$ cat src/design/core_pkg.sv
package core_pkg;

    // Data word and byte address
    typedef logic [31:0] xlen_t;

    typedef logic [31:0] inst_t;

    typedef logic [4:0] reg_addr_t;

    // Word index into the unified memory
    typedef logic [7:0] mem_addr_t;

    localparam int MEM_WORDS = 256;

    // Major opcodes
    localparam logic [6:0] OPC_LOAD = 7'b0000011;
    localparam logic [6:0] OPC_STORE = 7'b0100011;
    localparam logic [6:0] OPC_OP = 7'b0110011;
    localparam logic [6:0] OPC_OP_IMM = 7'b0010011;

    // funct3 fields of the supported subset
    localparam logic [2:0] F3_ADD_SUB = 3'b000;
    localparam logic [2:0] F3_SLL = 3'b001;
    localparam logic [2:0] F3_WORD = 3'b010;
    localparam logic [2:0] F3_XOR = 3'b100;
    localparam logic [2:0] F3_SR = 3'b101;
    localparam logic [2:0] F3_OR = 3'b110;
    localparam logic [2:0] F3_AND = 3'b111;

    // funct7 values, ALT selects SUB and SRA
    localparam logic [6:0] F7_BASE = 7'b0000000;
    localparam logic [6:0] F7_ALT = 7'b0100000;

    typedef enum logic [2:0] {
        ALU_ADD,
        ALU_SUB,
        ALU_AND,
        ALU_OR,
        ALU_XOR,
        ALU_SLL,
        ALU_SRL,
        ALU_SRA
    } alu_op_t;

    typedef enum logic [2:0] {
        ST_IF,
        ST_ID,
        ST_EX,
        ST_MEM,
        ST_WB
    } state_t;

endpackage

$ cat src/design/alu.sv
`timescale 1ns/1ns

module alu (
    input  core_pkg::xlen_t   a,
    input  core_pkg::xlen_t   b,
    input  core_pkg::alu_op_t op,
    output core_pkg::xlen_t   result
);

    logic [4:0] shamt;

    assign shamt = b[4:0];

    always_comb
    begin
        case (op)
            core_pkg::ALU_ADD:
                result = a + b;
            core_pkg::ALU_SUB:
                result = a - b;
            core_pkg::ALU_AND:
                result = a & b;
            core_pkg::ALU_OR:
                result = a | b;
            core_pkg::ALU_XOR:
                result = a ^ b;
            core_pkg::ALU_SLL:
                result = a << shamt;
            core_pkg::ALU_SRL:
                result = a >> shamt;
            // Sign bit fills from the left
            core_pkg::ALU_SRA:
                result = core_pkg::xlen_t'($signed(a) >>> shamt);
            default:
                result = '0;
        endcase
    end

endmodule

$ cat config.mk
export PLATFORM = sky130hd
export DESIGN_NAME = alu
export DESIGN_NICKNAME = d
export VERILOG_FILES = /design/src/design/core_pkg.sv /design/src/design/alu.sv
export SDC_FILE = /design/constraint.sdc
export NUM_CORES = 1
export LEC_CHECK = 0
export ABC_AREA = 1
export ABC_CLOCK_PERIOD_IN_PS = 5120
export BUFFER_PORTS_ARGS = -buffer_cell sky130_fd_sc_hd__buf_2
export CORE_MARGIN = 2
export CORE_UTILIZATION = 40
export DETAILED_ROUTE_END_ITERATION = 8
export SYNTH_ARGS = -nofsm -noshare
export SYNTH_HDL_FRONTEND = slang
export SYNTH_SLANG_ARGS = --single-unit
$ cat constraint.sdc
create_clock -name vclk -period 5.12
set_clock_uncertainty 0.1 [all_clocks]
set_input_delay 0.256 -clock vclk [all_inputs]
set_output_delay 0.256 -clock vclk [all_outputs]
set_load 0.01 [all_outputs]
==> out/qor.json <==
{
  "status": "completed",
  "finalWorstPathRequiredPeriod_ps": 3940,
  "floorplan.die.height_um": 152,
  "powerDensity_nw_per_um2": 119,
  "netlist_area_before_placement_um2": 8720,
  "layout_commonest_cell": "sky130_fd_sc_hd__nand2_1",
  "global_route.overflow_total": 0,
  "detailed_place_hpwl_um": 32800,
  "area.growth.synth_to_final_pct": 7.16,
  "total_nets_after_synthesis": 1941,
  "maxSlewViolCount": 0,
  "fillers": 2599,
  "data_required_time_of_the_critical_path_ps": 4760,
  "startpoint": "b[4]",
  "register_area_um2": 0,
  "grt_antenna_before_repair": 1,
  "worst_hold_check_path_type": "input port to output port",
  "routed_via_density": 5.73,
  "seq_cells": 0,
  "vias": 12000,
  "critical_path_peak_fanout": 21,
  "crit_path_start_kind": "input port",
  "critPathArrivalTime_ps": 3580,
  "postCtsResizedCells": 0,
  "postSynthAreaPerCell_um2": 4.91,
  "layout-drive-gt1-share_pct": 7.42,
  "finalSetupViolations": 0,
  "final_antenna_net_count": 0,
  "ioPinCount": 99,
  "final.period_utilization_pct": 76.9,
  "placeableCoreArea_um2": 21600,
  "finalWirelength_um": 39900,
  "cts_setup_buffers": 0,
  "drt-pass1-iter-count": 5,
  "layout.cells.most_common_list": "641 x sky130_fd_sc_hd__nand2_1, 382 x sky130_fd_sc_hd__nand3_1, 203 x sky130_fd_sc_hd__inv_1",
  "wire_length_of_the_first_global_routing_pass_um": 59900,
  "antennaDiodeCount": 0,
  "timing_worst_setup_path_type": "input port to output port",
  "grt_pass1_vias": 10800,
  "worst_setup_path_end_kind": "output port",
  "rsz_0062_raised_after_global_routing": "false",
  "synth_cell_type_count": 39,
  "routabilityCongestion": 1.01,
  "die-area_um2": 23000,
  "grt_max_degree": 72,
  "ir_drop_v": 0.0000395,
  "rows": 54,
  "syn_inst": 1776,
  "yosysWarnings": 0,
  "multi_input_area_um2": 7580,
  "slew-limit-headroom_pct": 22.5,
  "hold_viol_final": 0,
  "p_leak_nw": 5.43,
  "synth-seq-area-share_pct": 0,
  "achievable-frequency_mhz": 254,
  "num-nets-final": 1986,
  "worst_slew_pin_slew_ps": 1160,
  "portBuffers": 99,
  "postCtsHoldBufs": 0,
  "timing.max_cap.violations": 0,
  "drc_viols": 0,
  "setup_tns_ps": 0,
  "drt_iter0_markers": 1246,
  "post_drt_wl_per_cell_um": 19.0,
  "gr-usage-all-layers_pct": 33.9,
  "chipWidth_um": 152,
  "num-clock-buffers": 0,
  "power_mw": 1.11,
  "floorplan.initialDensity_pct": 40.3,
  "crit_path_end": "result[26]"
}
-- logic make-up (layout without fill, tap and decap cells) --
logic type	count (synthesis)	count (layout)	share of synthesized area (%)
xor gates and xnor gates	36	36	3.62
adders and majority gates	98	98	14.1
buffers and inverters	284	327	13.0
AOI/OAI and AO/OA	143	143	9.67
and+or+nand+nor	1215	1215	59.5
-- cells in the mapped netlist (2+ instances only) --
cell type / number / area [um^2]
sky130_fd_sc_hd__a211oi_1: 2 / 15.0
sky130_fd_sc_hd__a221oi_1: 7 / 61.3
sky130_fd_sc_hd__a31oi_1: 4 / 25.0
sky130_fd_sc_hd__nor2_2: 3 / 18.8
sky130_fd_sc_hd__o21ai_1: 2 / 10.0
sky130_fd_sc_hd__nand3b_1: 3 / 22.5
sky130_fd_sc_hd__o21bai_1: 6 / 45.0
sky130_fd_sc_hd__nor2_1: 132 / 495
sky130_fd_sc_hd__xor2_1: 35 / 307
sky130_fd_sc_hd__buf_4: 6 / 45.0
sky130_fd_sc_hd__o2111ai_1: 8 / 70.1
sky130_fd_sc_hd__o211ai_1: 9 / 67.6
sky130_fd_sc_hd__buf_1: 8 / 30.0
sky130_fd_sc_hd__a21oi_1: 60 / 300
sky130_fd_sc_hd__and2_1: 9 / 56.3
sky130_fd_sc_hd__nand3_1: 382 / 1910
sky130_fd_sc_hd__nand2_1: 641 / 2410
sky130_fd_sc_hd__inv_2: 6 / 22.5
sky130_fd_sc_hd__clkbuf_1: 24 / 90.1
sky130_fd_sc_hd__buf_2: 33 / 165
sky130_fd_sc_hd__clkinv_1: 2 / 7.51
sky130_fd_sc_hd__inv_1: 204 / 766
sky130_fd_sc_hd__nand4_1: 23 / 144
sky130_fd_sc_hd__or2_2: 5 / 31.3
sky130_fd_sc_hd__ha_1: 97 / 1210
sky130_fd_sc_hd__nor3_1: 14 / 70.1
sky130_fd_sc_hd__o21ai_0: 39 / 195
-- routing by layer --
layer	vias to the layer above	track usage, %	part of all wire, %
met5	-	0	0
met2	546	56.0	45
met4	0	11.2	4.0
met1	5520	47.0	43
met3	79	1.80	7.7
li1	5873	-	-
-- metrics by stage --
stage	hold slack [ps]	instance area (um^2)	util, %	std cells	setup WS [ps]
2_1_floorplan	648	8720	-	1776	1670
3_3_place_gp	826	9340	43.2	2099	1230
3_5_place_dp	834	9340	43.2	2099	1240
4_1_cts	832	9340	43.2	2099	1230
5_1_grt	871	9340	43.2	2099	801
6_report	839	9340	43.2	2099	1180
-- where the power goes --
part	switching [mW]	internal, mW	total (mW)
clock	0	0	0
sequential	0	0	0
combinational	0.767	0.342	1.11
total	0.767	0.342	1.11
-- cell type report --
cell class         instances  area share [%]
repair buffers           115            6.59
inverters                212            8.52
well taps                280            3.75
multi-input cells       1492            81.1
-- how the worst min path moves through the flow --
stage | from | to | cells after the start
3_5_place_dp | b[4] | result[1] | 4
6_report | b[4] | result[1] | 4
2_1_floorplan | op[2] | result[12] | 3
4_1_cts | b[4] | result[1] | 4
3_3_place_gp | b[4] | result[1] | 4
5_1_grt | b[4] | result[1] | 4
-- worst max-delay path, cell delays in order --
cell and delay (ps):
sky130_fd_sc_hd__buf_2 160, sky130_fd_sc_hd__nor2_1 150, sky130_fd_sc_hd__buf_4 290, sky130_fd_sc_hd__nand2_1 90, sky130_fd_sc_hd__nor2_1 150, sky130_fd_sc_hd__nand2_1 160
sky130_fd_sc_hd__inv_1 80, sky130_fd_sc_hd__nand2_1 90, sky130_fd_sc_hd__nor3_1 150, sky130_fd_sc_hd__nor2_1 70, sky130_fd_sc_hd__xor2_1 160, sky130_fd_sc_hd__ha_1 400
sky130_fd_sc_hd__nand2_1 120, sky130_fd_sc_hd__nor2_1 230, sky130_fd_sc_hd__nand2_1 150, sky130_fd_sc_hd__nor3_1 160, sky130_fd_sc_hd__nand2_1 150, sky130_fd_sc_hd__nand3_1 100
sky130_fd_sc_hd__nand2_1 50, sky130_fd_sc_hd__nand2_1 80, sky130_fd_sc_hd__nand2_1 60, sky130_fd_sc_hd__nand2_1 110, sky130_fd_sc_hd__buf_2 140
Note: power is estimated with default switching activity, not from simulation.
