[config.mk]
export PLATFORM = sky130hd
export DESIGN_NAME = inst_decoder
export DESIGN_NICKNAME = d
export VERILOG_FILES = /design/src/design/core_pkg.sv /design/src/design/inst_decoder.sv
export SDC_FILE = /design/constraint.sdc
export NUM_CORES = 1
export LEC_CHECK = 0
export ABC_CLOCK_PERIOD_IN_PS = 2200
export BUFFER_PORTS_ARGS = -buffer_cell sky130_fd_sc_hd__buf_4
export CORE_MARGIN = 8
export CORE_UTILIZATION = 35
export DETAILED_ROUTE_END_ITERATION = 16
export PLACE_DENSITY_LB_ADDON = 0.25
export SETUP_SLACK_MARGIN = 0.1
export SYNTH_ARGS = -nofsm -noshare
export SYNTH_HDL_FRONTEND = slang
export SYNTH_SLANG_ARGS = --single-unit
export TNS_END_PERCENT = 20
[constraint.sdc]
create_clock -name vclk -period 2.2
set_clock_uncertainty 0.05 [all_clocks]
set_input_delay 0.11 -clock vclk [all_inputs]
set_output_delay 0.11 -clock vclk [all_outputs]
set_load 0.01 [all_outputs]
[src/design/core_pkg.sv]
package core_pkg;

    // Data word and byte address
    typedef logic [31:0] xlen_t;

    typedef logic [31:0] inst_t;

    typedef logic [4:0] reg_addr_t;

    // Word index into the unified memory
    typedef logic [7:0] mem_addr_t;

    localparam int MEM_WORDS = 256;

    // Major opcodes
    localparam logic [6:0] OPC_LOAD = 7'b0000011;
    localparam logic [6:0] OPC_STORE = 7'b0100011;
    localparam logic [6:0] OPC_OP = 7'b0110011;
    localparam logic [6:0] OPC_OP_IMM = 7'b0010011;

    // funct3 fields of the supported subset
    localparam logic [2:0] F3_ADD_SUB = 3'b000;
    localparam logic [2:0] F3_SLL = 3'b001;
    localparam logic [2:0] F3_WORD = 3'b010;
    localparam logic [2:0] F3_XOR = 3'b100;
    localparam logic [2:0] F3_SR = 3'b101;
    localparam logic [2:0] F3_OR = 3'b110;
    localparam logic [2:0] F3_AND = 3'b111;

    // funct7 values, ALT selects SUB and SRA
    localparam logic [6:0] F7_BASE = 7'b0000000;
    localparam logic [6:0] F7_ALT = 7'b0100000;

    typedef enum logic [2:0] {
        ALU_ADD,
        ALU_SUB,
        ALU_AND,
        ALU_OR,
        ALU_XOR,
        ALU_SLL,
        ALU_SRL,
        ALU_SRA
    } alu_op_t;

    typedef enum logic [2:0] {
        ST_IF,
        ST_ID,
        ST_EX,
        ST_MEM,
        ST_WB
    } state_t;

endpackage

[src/design/inst_decoder.sv]
`timescale 1ns/1ns

module inst_decoder (
    input  core_pkg::inst_t     inst,
    output core_pkg::reg_addr_t rs1_addr,
    output core_pkg::reg_addr_t rs2_addr,
    output core_pkg::reg_addr_t rd_addr,
    output core_pkg::xlen_t     imm,
    output core_pkg::alu_op_t   alu_op,
    output logic                use_imm,
    output logic                is_load,
    output logic                is_store,
    output logic                rd_we
);

    logic [6:0] opcode;
    logic [2:0] funct3;
    logic [6:0] funct7;
    logic plain_f7;
    logic alt_f7;
    logic writes;
    core_pkg::xlen_t imm_i;
    core_pkg::xlen_t imm_s;

    assign opcode = inst[6:0];
    assign funct3 = inst[14:12];
    assign funct7 = inst[31:25];
    assign rd_addr = inst[11:7];
    assign rs1_addr = inst[19:15];
    assign rs2_addr = inst[24:20];

    assign plain_f7 = (funct7 == core_pkg::F7_BASE);
    assign alt_f7 = (funct7 == core_pkg::F7_ALT);

    assign imm_i = {{20{inst[31]}}, inst[31:20]};
    assign imm_s = {{20{inst[31]}}, inst[31:25], inst[11:7]};

    always_comb
    begin
        alu_op = core_pkg::ALU_ADD;
        imm = imm_i;
        use_imm = 1'b0;
        is_load = 1'b0;
        is_store = 1'b0;
        writes = 1'b0;
        case (opcode)
            core_pkg::OPC_LOAD:
            begin
                use_imm = 1'b1;
                is_load = (funct3 == core_pkg::F3_WORD);
                writes = is_load;
            end
            core_pkg::OPC_STORE:
            begin
                use_imm = 1'b1;
                imm = imm_s;
                is_store = (funct3 == core_pkg::F3_WORD);
            end
            core_pkg::OPC_OP, core_pkg::OPC_OP_IMM:
            begin
                use_imm = (opcode == core_pkg::OPC_OP_IMM);
                // Immediate forms ignore funct7 except on shifts
                case (funct3)
                    core_pkg::F3_ADD_SUB:
                    begin
                        alu_op = (!use_imm && alt_f7) ? core_pkg::ALU_SUB : core_pkg::ALU_ADD;
                        writes = use_imm || plain_f7 || alt_f7;
                    end
                    core_pkg::F3_SLL:
                    begin
                        alu_op = core_pkg::ALU_SLL;
                        writes = plain_f7;
                    end
                    core_pkg::F3_XOR:
                    begin
                        alu_op = core_pkg::ALU_XOR;
                        writes = use_imm || plain_f7;
                    end
                    core_pkg::F3_SR:
                    begin
                        alu_op = alt_f7 ? core_pkg::ALU_SRA : core_pkg::ALU_SRL;
                        writes = plain_f7 || alt_f7;
                    end
                    core_pkg::F3_OR:
                    begin
                        alu_op = core_pkg::ALU_OR;
                        writes = use_imm || plain_f7;
                    end
                    core_pkg::F3_AND:
                    begin
                        alu_op = core_pkg::ALU_AND;
                        writes = use_imm || plain_f7;
                    end
                    default:
                    begin
                        writes = 1'b0;
                    end
                endcase
            end
            default:
            begin
                writes = 1'b0;
            end
        endcase
    end

    assign rd_we = writes && (rd_addr != '0);

endmodule

==> flow_summary.rst <==
.. list-table::
   :header-rows: 1

   * - Metric
     - Value
   * - Synth unique cells
     - 27
   * - Run status
     - finished clean
   * - IO Port Bufs
     - 76
   * - Total nets after synthesis
     - 114
   * - Number of antenna violations at the first check in global routing
     - 0
   * - Detailed route wirelength on metal2
     - 989 um
   * - Global-route wire length before repair
     - 3130 um
   * - Largest net degree at the start of global routing
     - 26
   * - Total DRC errors in the routed layout
     - 0
   * - M1 wire length
     - 720 um
   * - Proportion of synthesized chip area in sequential cells
     - 0%
   * - Post-synthesis cell area
     - 621 um2
   * - Final TNS setup
     - 0 ns
   * - Category of the worst setup path capture point
     - output port
   * - Final-layout clock buffer total
     - 0
   * - Transition at the pin with the smallest max-transition slack
     - 0.347 ns
   * - Fillers
     - 168
   * - Critical Path Start Type
     - primary input
   * - Count of buffers added by post-CTS timing repair for setup
     - 0
   * - Data arrival time of the critical path
     - 1.45 ns
   * - Cell Pwr Density
     - 185 mW/mm2
   * - Most frequent standard cell in the layout excluding fill and tap cells
     - buf_4
   * - FF+latch area
     - 0 um2
   * - Critical path fanouts, max
     - 4
   * - Synth top area share
     - 50.8%
   * - Number of setup violations in the final report
     - 0
   * - Initial DRC Count
     - 16
   * - Clock period minus worst slack
     - 1.61 ns
   * - Initial core utilization
     - 36.7%
   * - Main area contributors after synthesis
     - buf_4 (51%), mux2_2 (9.1%), nor4b_4 (3.8%)
   * - Number of warnings reported in the yosys synthesis log
     - 0
   * - Number of hold-slack violations in the final timing report
     - 0
   * - Mean area per synthesized cell
     - 7.57 um2
   * - Core Area
     - 0.00169 mm2
   * - Post-Syn Instances
     - 82
   * - Height of the die
     - 58.1 um
   * - Top Layer Used
     - met3
   * - Detailed-placement wirelength estimate
     - 1840 um
   * - Max-slew violation total from the final report
     - 0
   * - Via density
     - 4.86
   * - FF+latch count
     - 0
   * - Post-CTS sizing
     - 0
   * - Number of detailed-routing iterations run before antenna repair
     - 4
   * - Layout Cell Area excl Fill
     - 893 um2
   * - Antenna cells
     - 0
   * - Top library cells by usage in the layout, fill and taps aside
     - buf_4 (76), mux2_2 (5), o21ai_0 (3), nor2_1 (3)
   * - Peak VDD IR
     - 0.0000743 V
   * - I/O pins
     - 86
   * - Worst min path class
     - primary input to output port
   * - Number of global-route vias before repair
     - 672
   * - Post-layout net count
     - 149
   * - Worst rel slew slack
     - 76.8%
   * - GPL Wtd Cong
     - 0.704
   * - Timing-limited maximum frequency
     - 620 MHz
   * - Wirelength per Cell
     - 15.5 um
   * - Remaining global-route overflow
     - 0
   * - WP data required
     - 2.04 ns
   * - Static Leak
     - 0.467 nW
   * - Relative area change from synthesis to final layout
     - 44.0%
   * - Max-cap violation count
     - 0
   * - Die X-Extent
     - 58.1 um
   * - Detail Route met3 WL
     - 336 um
   * - Minimum hold slack
     - 0.170 ns
   * - Dpl cell area
     - 893 um2
   * - Global-route usage over all layers
     - 10.8%
   * - Detailed-route wire length
     - 2050 um
   * - Area enclosed by the die boundary
     - 0.00338 mm2
   * - End-of-flow core utilization
     - 52.9%
   * - Antenna viol nets, final
     - 0
   * - Post-CTS Hold Fix Bufs
     - 0
   * - Post-synthesis cell type with the largest combined area
     - buf_4
   * - Critical path start-end classification
     - primary input to output port
   * - Detailed-route via count
     - 641
   * - RSZ-0062 raised after global routing
     - no
   * - Share of layout cells above drive strength 1
     - 74.8%
   * - Part of the cycle the worst path needs
     - 73.4%
   * - Row count
     - 15
[area by class of cell]
class,instances,area (um2),share of cell area [%]
inverter,2,7.51,0.840
multi-input combinational,37,294,32.9
tap,17,21.3,2.38
timing repair buffer,76,571,63.9
[cells in the mapped netlist, drive strengths merged]
cell type  instances
or3                1
nand4b             1
or4                2
nor4               2
o22ai              1
clkbuf             1
nor3               2
nand3b             1
nand4              1
and4b              1
inv                2
a21oi              2
nor4b              2
mux2               5
o41ai              2
nor2               3
nand3              1
a32oi              1
buf               42
nor2b              1
o21ai              5
and3b              1
nand2              2
[cell families (layout without fill, tap and decap cells)]
family                 Yosys count  in the layout  synth area share [%]
buffers and inverters           45             78                  52.6
and+or+nand+nor                 21             21                  26.2
AOI/OAI and AO/OA               11             11                  12.1
muxes                            5              5                  9.07
[worst paths after layout]
check,slack [ns],startpoint,cells after the start,end
worst max-delay path,0.59,inst[26],6,rd_we
worst min-delay path,0.17,inst[18],0,rs1_addr[3]
[power by group]
part | switching (W) | internal (W) | leakage (nW)
clock | 0 | 0 | 0
combinational | 0.0000736 | 0.0000920 | 0.467
sequential | 0 | 0 | 0
total | 0.0000736 | 0.0000920 | 0.467
[critical path, cell delays in order]
cell     delay [ns]
buf_4          0.11
or4_4          0.55
nor4_1         0.29
o21ai_1        0.11
o21ai_1        0.14
buf_4          0.14
[stage by stage]
stage | total power (W) | instances | worst slack, ns
floorplan | 0.000104 | 82 | 0.818
detailed placement | 0.000168 | 132 | 0.621
global placement | 0.000165 | 132 | 0.625
CTS | 0.000168 | 132 | 0.606
finish | 0.000166 | 132 | 0.586
global route | 0.000178 | 132 | 0.484
[per-layer routing]
metal | global-route usage [%] | up-vias
met5 | 0 | -
met4 | 0.350 | 0
met3 | 7.51 | 0
met2 | 19.9 | 42
met1 | 10.2 | 283
li1 | - | 316
No activity file was read; power rests on OpenSTA's default activity.
