**config.mk**
```make
export PLATFORM = sky130hd
export DESIGN_NAME = core_control
export DESIGN_NICKNAME = d
export VERILOG_FILES = /design/src/design/core_pkg.sv /design/src/design/core_control.sv
export SDC_FILE = /design/constraint.sdc
export NUM_CORES = 1
export LEC_CHECK = 0
export BUFFER_PORTS_ARGS = -buffer_cell sky130_fd_sc_hd__buf_2
export CORE_AREA = 2 2 218 220
export CTS_CLUSTER_DIAMETER = 30
export DETAILED_ROUTE_END_ITERATION = 16
export DIE_AREA = 0 0 220 222
export HOLD_SLACK_MARGIN = 0.15
export SLEW_MARGIN = 0
export SYNTH_ARGS = -nofsm -noshare
export SYNTH_HDL_FRONTEND = slang
export SYNTH_SLANG_ARGS = --single-unit
```
**constraint.sdc**
```tcl
create_clock -name clk -period 2.8 [get_ports clk]
set_input_delay 0.14 -clock clk [delete_from_list [all_inputs] [get_ports clk]]
set_output_delay 0.14 -clock clk [all_outputs]
set_load 0.05 [all_outputs]
```
**src/design/core_pkg.sv**
```systemverilog
package core_pkg;

    // Data word and byte address
    typedef logic [31:0] xlen_t;

    typedef logic [31:0] inst_t;

    typedef logic [4:0] reg_addr_t;

    // Word index into the unified memory
    typedef logic [7:0] mem_addr_t;

    localparam int MEM_WORDS = 256;

    // Major opcodes
    localparam logic [6:0] OPC_LOAD = 7'b0000011;
    localparam logic [6:0] OPC_STORE = 7'b0100011;
    localparam logic [6:0] OPC_OP = 7'b0110011;
    localparam logic [6:0] OPC_OP_IMM = 7'b0010011;

    // funct3 fields of the supported subset
    localparam logic [2:0] F3_ADD_SUB = 3'b000;
    localparam logic [2:0] F3_SLL = 3'b001;
    localparam logic [2:0] F3_WORD = 3'b010;
    localparam logic [2:0] F3_XOR = 3'b100;
    localparam logic [2:0] F3_SR = 3'b101;
    localparam logic [2:0] F3_OR = 3'b110;
    localparam logic [2:0] F3_AND = 3'b111;

    // funct7 values, ALT selects SUB and SRA
    localparam logic [6:0] F7_BASE = 7'b0000000;
    localparam logic [6:0] F7_ALT = 7'b0100000;

    typedef enum logic [2:0] {
        ALU_ADD,
        ALU_SUB,
        ALU_AND,
        ALU_OR,
        ALU_XOR,
        ALU_SLL,
        ALU_SRL,
        ALU_SRA
    } alu_op_t;

    typedef enum logic [2:0] {
        ST_IF,
        ST_ID,
        ST_EX,
        ST_MEM,
        ST_WB
    } state_t;

endpackage

```
**src/design/core_control.sv**
```systemverilog
`timescale 1ns/1ns

module core_control (
    input  logic                clk,
    input  logic                rst_n,
    input  logic                run,
    input  core_pkg::xlen_t     imem_rdata,
    input  core_pkg::xlen_t     dmem_rdata,
    input  core_pkg::reg_addr_t rs1_addr,
    input  core_pkg::reg_addr_t rs2_addr,
    input  core_pkg::reg_addr_t rd_addr,
    input  core_pkg::xlen_t     imm,
    input  core_pkg::alu_op_t   alu_op,
    input  logic                use_imm,
    input  logic                is_load,
    input  logic                is_store,
    input  logic                rd_we,
    input  core_pkg::xlen_t     rs1_data,
    input  core_pkg::xlen_t     rs2_data,
    output logic                rf_we,
    output core_pkg::reg_addr_t rf_waddr,
    output core_pkg::xlen_t     rf_wdata,
    output core_pkg::xlen_t     alu_a,
    output core_pkg::xlen_t     alu_b,
    input  core_pkg::xlen_t     alu_result,
    output core_pkg::xlen_t     imem_addr,
    output core_pkg::xlen_t     dmem_addr,
    output logic                dmem_we,
    output core_pkg::xlen_t     dmem_wdata,
    output core_pkg::inst_t     inst,
    output logic                retire_valid,
    output core_pkg::xlen_t     retire_pc,
    output logic                retire_rd_we,
    output core_pkg::reg_addr_t retire_rd,
    output core_pkg::xlen_t     retire_data,
    output logic                retire_mem_we,
    output core_pkg::xlen_t     retire_mem_addr
);

    core_pkg::state_t state;
    core_pkg::xlen_t pc;
    core_pkg::xlen_t alu_q;
    core_pkg::xlen_t store_q;
    core_pkg::xlen_t rs1_val;
    core_pkg::xlen_t rs2_val;
    logic in_wb;

    always_ff @(posedge clk)
    begin
        if (!rst_n)
        begin
            state <= core_pkg::ST_IF;
            pc <= '0;
            inst <= '0;
        end
        else
        begin
            case (state)
                core_pkg::ST_IF:
                begin
                    // Hold here until run goes high
                    if (run)
                    begin
                        state <= core_pkg::ST_ID;
                    end
                end
                core_pkg::ST_ID:
                begin
                    inst <= imem_rdata;
                    state <= core_pkg::ST_EX;
                end
                core_pkg::ST_EX:
                begin
                    state <= core_pkg::ST_MEM;
                end
                core_pkg::ST_MEM:
                begin
                    state <= core_pkg::ST_WB;
                end
                core_pkg::ST_WB:
                begin
                    pc <= pc + 32'd4;
                    state <= core_pkg::ST_IF;
                end
                default:
                begin
                    state <= core_pkg::ST_IF;
                end
            endcase
        end
    end

    // Operand selection, x0 forced to zero
    assign rs1_val = (rs1_addr == '0) ? '0 : rs1_data;
    assign rs2_val = (rs2_addr == '0) ? '0 : rs2_data;
    assign alu_a = rs1_val;
    assign alu_b = use_imm ? imm : rs2_val;

    always_ff @(posedge clk)
    begin
        if (state == core_pkg::ST_EX)
        begin
            alu_q <= alu_result;
            store_q <= rs2_val;
        end
    end

    assign imem_addr = pc;

    // Load address or store in MEM; load data returns in WB
    assign dmem_addr = alu_q;
    assign dmem_we = (state == core_pkg::ST_MEM) && is_store;
    assign dmem_wdata = store_q;

    assign in_wb = (state == core_pkg::ST_WB);

    assign rf_we = in_wb && rd_we;
    assign rf_waddr = rd_addr;
    assign rf_wdata = is_load ? dmem_rdata : alu_q;

    assign retire_valid = in_wb;
    assign retire_pc = pc;
    assign retire_rd_we = rf_we;
    assign retire_rd = rd_addr;
    assign retire_data = is_store ? store_q : rf_wdata;
    assign retire_mem_we = in_wb && is_store;
    assign retire_mem_addr = alu_q;

endmodule

```
==> results.md, run 1 <==
- Via-to-Cell Ratio: 3.859
- Cts-stage hold buffer count: 99
- Leakage Power: 4.986 nW
- Number of instances in the synthesized netlist: 657
- Number of rows created at floorplan: 79
- Worst-Margin Slew: 1.132 ns
- Shortest clock period the worst path allows after layout: 2.432 ns
- Clock-pin transition on the worst setup and hold timing paths: 0.06 ns
- Area enclosed by the die boundary: 0.04884 sq mm
- Share of final-layout standard cells stronger than drive strength 1: 0.5530
- Initial standard-cell utilization of the core: 0.1464
- Result of the run: finished, final reports clean
- Crit path kind: reg -> reg
- Overflow left after global routing: 0
- Worst path required time: approximately 3.2 ns
- Total chip power: 6.404 mW
- Syn Area/Cell: between 10 and 15 sq um
- Period utilisation layout: 0.8687
- DRC Markers: 0
- Port bufs: 529
- PwrDens: ~570 mW/mm^2
- MaxCap Viol Count: 0
- Setup total negative slack: 0 ns
- Overall fraction of global-route tracks in use: 0.1167
- CP Launch Type: register
- Share of flip-flops with an asynchronous set or reset after synthesis: 0
- Sort of element at the end of the critical path: register
- Post-synth design cell area: 0.006770 sq mm
- Maximum number of pins on one net before global-route repair: 58
- Top-area cell type share of the netlist area: 0.2839
- Worst setup slack before clock tree synthesis: between 0.4 and 0.5 ns
- Data arrival time of the worst path: approximately 2.8 ns
- Detailed-route wire length: 29790 um
- Highest achievable clock rate: 411.1 MHz
- Crit path launch: state[0]
- Worst slew margin relative to its limit: 0.2453
- Number of levels the H-tree was split into: 4
- Average detailed-routed wire length per instance: around 16 um
- Crit-path max FO: 10
- Fin. Hold Viols: 0
- Clock buffer depth: 2
- Top-Level Pins: about 550
- Number of endpoints failing setup at the final stage: 0
- Worst Slack Setup Final: ~0.37 ns
- Post-placement cell area: roughly 0.0096 sq mm
- Layout Cells excl Fill: ~1800
- Startpoint of the worst-slack reg-to-reg timing path: state[0]
- HPWL after detailed placement: 22650 um
- Worst setup skew after layout: 0.006548 ns
- Number of sinks on the clock net: about 130
- Commonest cells in the synthesized netlist: sky130_fd_sc_hd__mux2_2 (96), sky130_fd_sc_hd__nand2_1 (80), sky130_fd_sc_hd__buf_4 (77), sky130_fd_sc_hd__dfxtp_1 (65), sky130_fd_sc_hd__edfxtp_1 (64)
- Capturing element of the worst setup path: imem_addr[25]
- # nets final: 1422
- Post-synth EDFFs: between 60 and 70
- Part of the Yosys area used for sequential elements: 0.4761
- Total number of vias: 7046
- Post-cts sizing count: 0
- Later-pin clock latency in the skew report: 0.46 ns
- Cells on worst reg2reg path: 4
- Global-route wire length before repair: roughly 41000 um
- Unrepaired setup endpoints after global routing: no
- Count leader, synth: sky130_fd_sc_hd__mux2_2
- Antenna-violating nets left: 0
- Worst hold slack: 0.2800 ns
- Buffer type at the clock tree root: sky130_fd_sc_hd__clkbuf_16
- CTS tree: yes
- Height of the chip: 222 um
- Layout-stage area growth over the synthesis result: 65.00%
- Commonest register cell after synthesis: sky130_fd_sc_hd__dfxtp_1
- Path class of the lowest-slack min-delay path: in -> out
- Final-report max-slew violation count: 0
- Library cells used by synthesis: 39
- Num CTS Buffers: 17
- End of the worst register-to-register path: imem_addr[25]
- Final standard cell utilization of the core: 0.2415
- Largest area contributor in the synthesized netlist: sky130_fd_sc_hd__edfxtp_1
- Antenna violations before repair: 3
- Overall die width: 220 um
- Yosys synthesis warning count: 0
- Detailed Route Iter0 Violations: 368
- Register bit count reported by yosys: 129
- Core ar.: 0.04626 sq mm
- Detailed Routing Iterations Pass 1: 4
- Gpl congestion: 0.9255
- Number of global-route vias before repair: 6813
- Setup Buffers After CTS: 0
- Placed cell count: 1693
- Final non-filler cell area: 0.01117 sq mm
- Minimum setup slack among reg-to-reg paths: 0.37 ns
- Worst ir drop on vdd: between 0.2 and 0.25 mV
- Dominant cells by area after synthesis: sky130_fd_sc_hd__edfxtp_1 (28%), sky130_fd_sc_hd__dfxtp_1 (19%), sky130_fd_sc_hd__mux2_2 (16%)
-- metal layers --
| metal | global-route usage | routed length, um | up-vias |
|---|---|---|---|
| li1 | - | - | 3307 |
| met1 | 0.1302 | 11770 | 3357 |
| met2 | 0.2056 | 15170 | 343 |
| met3 | 0.03292 | 2115 | 39 |
| met4 | 0.04958 | 729 | 0 |
| met5 | 0 | 0 | - |
-- cells by family after synthesis --
logic type      share of synthesized area
compound gates                    0.05138
xor+xnor                          0.01552
fa+ha+maj                        0.001848
flops                              0.4761
mux                                0.1641
buf+inv                            0.1137
simple gates                       0.1769
other cells                     0.0005539
-- final cells by class --
| cell class | instances | area, sq um |
|---|---|---|
| fill | 4960 | 35090 |
| clock inverter | 12 | 115.1 |
| antenna | 2 | 5.005 |
| inverter | 9 | 33.78 |
| multi-input combinational | 406 | 2794 |
| sequential | 129 | 3223 |
| clock buffer | 20 | 479.2 |
| tap | 607 | 759.5 |
| timing repair buffer | 641 | 3761 |
-- cell usage in the layout, fill, tap and decap left out, types with 2 or more instances in the layout --
cell,n
sky130_fd_sc_hd__a21oi_1,47
sky130_fd_sc_hd__and2_1,36
sky130_fd_sc_hd__and3_1,2
sky130_fd_sc_hd__and4_1,2
sky130_fd_sc_hd__buf_12,2
sky130_fd_sc_hd__buf_2,529
sky130_fd_sc_hd__buf_4,11
sky130_fd_sc_hd__clkbuf_16,19
sky130_fd_sc_hd__clkinv_2,2
sky130_fd_sc_hd__clkinv_4,2
sky130_fd_sc_hd__conb_1,4
sky130_fd_sc_hd__dfxtp_1,65
sky130_fd_sc_hd__diode_2,2
sky130_fd_sc_hd__dlygate4sd3_1,99
sky130_fd_sc_hd__edfxtp_1,64
sky130_fd_sc_hd__inv_1,8
sky130_fd_sc_hd__inv_6,5
sky130_fd_sc_hd__mux2_2,96
sky130_fd_sc_hd__mux2i_1,3
sky130_fd_sc_hd__nand2_1,80
sky130_fd_sc_hd__nand2b_1,4
sky130_fd_sc_hd__nand3_1,11
sky130_fd_sc_hd__nand4_1,6
sky130_fd_sc_hd__nand4bb_1,2
sky130_fd_sc_hd__nor2_1,15
sky130_fd_sc_hd__nor2b_1,33
sky130_fd_sc_hd__nor3_1,6
sky130_fd_sc_hd__nor4_1,7
sky130_fd_sc_hd__o21ai_0,4
sky130_fd_sc_hd__o31ai_1,8
sky130_fd_sc_hd__or3_1,5
sky130_fd_sc_hd__or4_1,13
sky130_fd_sc_hd__xnor2_1,11
-- state kept, by name (all words and copies together) (netlist names) --
name and flops:
dmem_addr 32, dmem_wdata 32, inst 32, imem_addr 30, state 3
-- worst max-delay path: stages, from the launching register on --
cell and delay (ns):
sky130_fd_sc_hd__dfxtp_1 0.38, sky130_fd_sc_hd__or3b_1 0.58, sky130_fd_sc_hd__or4_1 0.71, sky130_fd_sc_hd__or4b_1 0.52, sky130_fd_sc_hd__a21oi_1 0.16
-- where the power goes --
part | switching, mW | internal (mW)
registers | 0.0735 | 2.10
clock network | 0.955 | 1.34
logic | 1.39 | 0.549
-- worst min-delay path by stage --
stage                  start      endpoint  depth (start not counted)
2_1_floorplan  alu_result[0]  dmem_addr[0]                          0
3_3_place_gp      rd_addr[3]  retire_rd[3]                          0
3_5_place_dp      rd_addr[3]  retire_rd[3]                          0
4_1_cts           rd_addr[3]  retire_rd[3]                          0
5_1_grt           rd_addr[4]  retire_rd[4]                          0
6_report          rd_addr[4]  retire_rd[4]                          0
Power figures use the tool's default switching activity.
==> run 2: changes to the inputs <==
Settings changed: RECOVER_POWER set to 25.
==> results.md, run 2 (synthesis results as in run 1) <==
- Total length of routed met3 wires: 1968 um (-7.0%)
- Detailed Route Iter0 Violations: 355 (-3.5%)
- Sort of element at the end of the critical path: register
- Routed length on met2: 15250 um (+0.52%)
- Worst-Margin Slew: 1.131 ns (-0.001166 ns)
- Area enclosed by the die boundary: 0.04884 sq mm (unchanged)
- Leakage Power: 4.772 nW (-4.3%)
- Worst setup slack before clock tree synthesis: 0.4051 ns (unchanged)
- Worst Slack Setup Final: 0.3891 ns (+0.02153 ns)
- Overall fraction of global-route tracks in use: 0.1167 (unchanged)
- MaxCap Viol Count: 0 (unchanged)
- Crit path launch: state[0]
- Total number of vias: 7054 (+0.11%)
- Antenna violations before repair: 3 (unchanged)
- Worst path required time: 3.18 ns (about the same)
- Height of the chip: 222 um (unchanged)
- Number of rows created at floorplan: 79 (unchanged)
- P_sw: 2.412 mW (about the same)
- Worst slew margin relative to its limit: 0.2461 (+0.0007770)
- Clk pwr share: 0.358 (about the same)
- Later-pin clock latency in the skew report: 0.46 ns (about the same)
- CP delay by family, top: simple AND/OR/NAND/NOR gates
- Highest achievable clock rate: 414.8 MHz (+0.89%)
- Final-report max-slew violation count: 0 (unchanged)
- DR top layer: met4
- Total chip power: 6.386 mW (-0.29%)
- Pint: 3.973 mW (-0.43%)
- Top-Level Pins: 552 (unchanged)
- Number of global-route vias before repair: 6813 (unchanged)
- Layout-stage area growth over the synthesis result: 63.96%
- CTS tree: yes
- Worst setup skew after layout: 0.006477 ns (-0.00007158 ns)
- Cell with the most instances on the worst path: sky130_fd_sc_hd__or4_1
- Crit path kind: reg -> reg
- Cells on worst reg2reg path: 4 (unchanged)
- Capturing element of the worst setup path: imem_addr[24]
- Path class of the lowest-slack min-delay path: in -> out
- Hold_sp: rd_addr[4]
- Startpoint of the worst-slack reg-to-reg timing path: state[0]
- Result of the run: finished, final reports clean
- Most common library cell in the layout ignoring fill and taps: sky130_fd_sc_hd__buf_2
- Share of final-layout standard cells stronger than drive strength 1: 0.5070 (-0.04601)
- Number of levels the H-tree was split into: 4 (unchanged)
- Clock buffer depth: 2 (unchanged)
- Data arrival time of the worst path: 2.79 ns (-0.02 ns)
- Shortest clock period the worst path allows after layout: 2.411 ns (-0.02153 ns)
- Setup total negative slack: 0 ns (unchanged)
- End of the worst register-to-register path: imem_addr[24]
- WL met1: 11890 um (+0.99%)
- Proportion of power drawn by combinational gates: 0.300 (-0.002)
- Slowest cell delay on critical path: 0.78 ns (+0.07 ns)
- HPWL after detailed placement: 22650 um (unchanged)
- CP Launch Type: register
- Number of endpoints failing setup at the final stage: 0 (unchanged)
- Worst ir drop on vdd: 0.2490 mV (+0.44%)
- Cell type of the slowest stage on the worst timing path: sky130_fd_sc_hd__or4_1
- Crit-path max FO: 11 (+1)
- Buffer type at the clock tree root: sky130_fd_sc_hd__clkbuf_16
- Switching power as a share of total power: 0.3778 (+0.0008563)
- Worst hold slack: 0.2800 ns (unchanged)
- Clock-pin transition on the worst setup and hold timing paths: 0.06 ns (about the same)
- Overall die width: 220 um (unchanged)
- Core ar.: 0.04626 sq mm (unchanged)
- Chain of cells forming the critical path: or3b_1 -> or4_1 -> or4_1 -> a21oi_1
- Average detailed-routed wire length per instance: 16.33 um (+0.11%)
- Overflow left after global routing: 0 (unchanged)
- Minimum setup slack among reg-to-reg paths: 0.39 ns (+0.02 ns)
- Number of sinks on the clock net: 129 (unchanged)
- Gpl congestion: 0.9255 (unchanged)
- Post-placement cell area: 0.009580 sq mm (unchanged)
- Fin. Hold Viols: 0 (unchanged)
- Port bufs: 529 (unchanged)
- Detailed-route wire length: 29820 um (+0.11%)
- Period utilisation layout: 0.8611 (-0.007689)
- Number of buffer and inverter stages on the critical path: 0 (unchanged)
- Sequential fraction of design power: 0.341 (about the same)
- PwrDens: 575.3 mW/mm^2 (+0.34%)
- Maximum number of pins on one net before global-route repair: 58 (unchanged)
- Num CTS Buffers: 17 (unchanged)
- Via-to-Cell Ratio: 3.863 (+0.11%)
- Post-cts sizing count: 0 (unchanged)
- # nets final: 1422 (unchanged)
- Unrepaired setup endpoints after global routing: no
- Detailed Routing Iterations Pass 1: 5 (+1)
- Crit path depth: 4 (unchanged)
- Leading cell types in the layout, fill and taps excluded: sky130_fd_sc_hd__buf_2 (473), sky130_fd_sc_hd__dlygate4sd3_1 (99), sky130_fd_sc_hd__mux2_2 (96)
- Antenna-violating nets left: 0 (unchanged)
- DRC Markers: 0 (unchanged)
- Global-route wire length before repair: 41190 um (unchanged)
- Final non-filler cell area: 0.01110 sq mm (-0.63%)
- Initial standard-cell utilization of the core: 0.1464 (unchanged)
-- run 2: per-stage QoR --
stage                     instances  utilization
after floorplan                 660            -
after global placement         1693       0.2071
after detailed placement       1693       0.2071
after CTS                      1824       0.2414
after global routing           1824       0.2399
final                          1826       0.2400
-- run 2: how the worst min path moves through the flow --
stage	end	depth (start not counted)
floorplan	dmem_addr[0]	0
CTS	retire_rd[3]	0
finish	retire_rd[4]	0
global placement	retire_rd[3]	0
global route	retire_rd[4]	0
detailed placement	retire_rd[3]	0
-- run 2: what timing repair did --
action / CTS / global route
buffers inserted: 0 / 0
hold buffers: 99 / 0
hold endpoints to repair: 104 / 0
-- run 2: layout make-up --
class                           instances  area (sq um)
Sequential cell                       129          3223
Clock buffer                           20         479.2
Multi-Input combinational cell        406          2794
Timing Repair Buffer                  641          3691
Fill cell                            4988         35160
Clock inverter                         12         115.1
Antenna cell                            2         5.005
Tap cell                              607         759.5
Inverter                                9         33.78
-- run 2: metal layers --
metal	GRT usage	up-vias
met1	0.1302	3360
met4	0.04958	0
met5	0	-
met2	0.2056	352
li1	-	3303
met3	0.03292	39
-- run 2: power by group through the flow --
stage               clock network, mW  registers [mW]  logic [mW]
floorplan                           0            2.52        1.08
global placement                    0            2.21        1.83
detailed placement                  0            2.22        1.83
CTS                              2.39            2.18        1.95
global route                     2.46            2.19        2.00
finish                           2.29            2.18        1.92
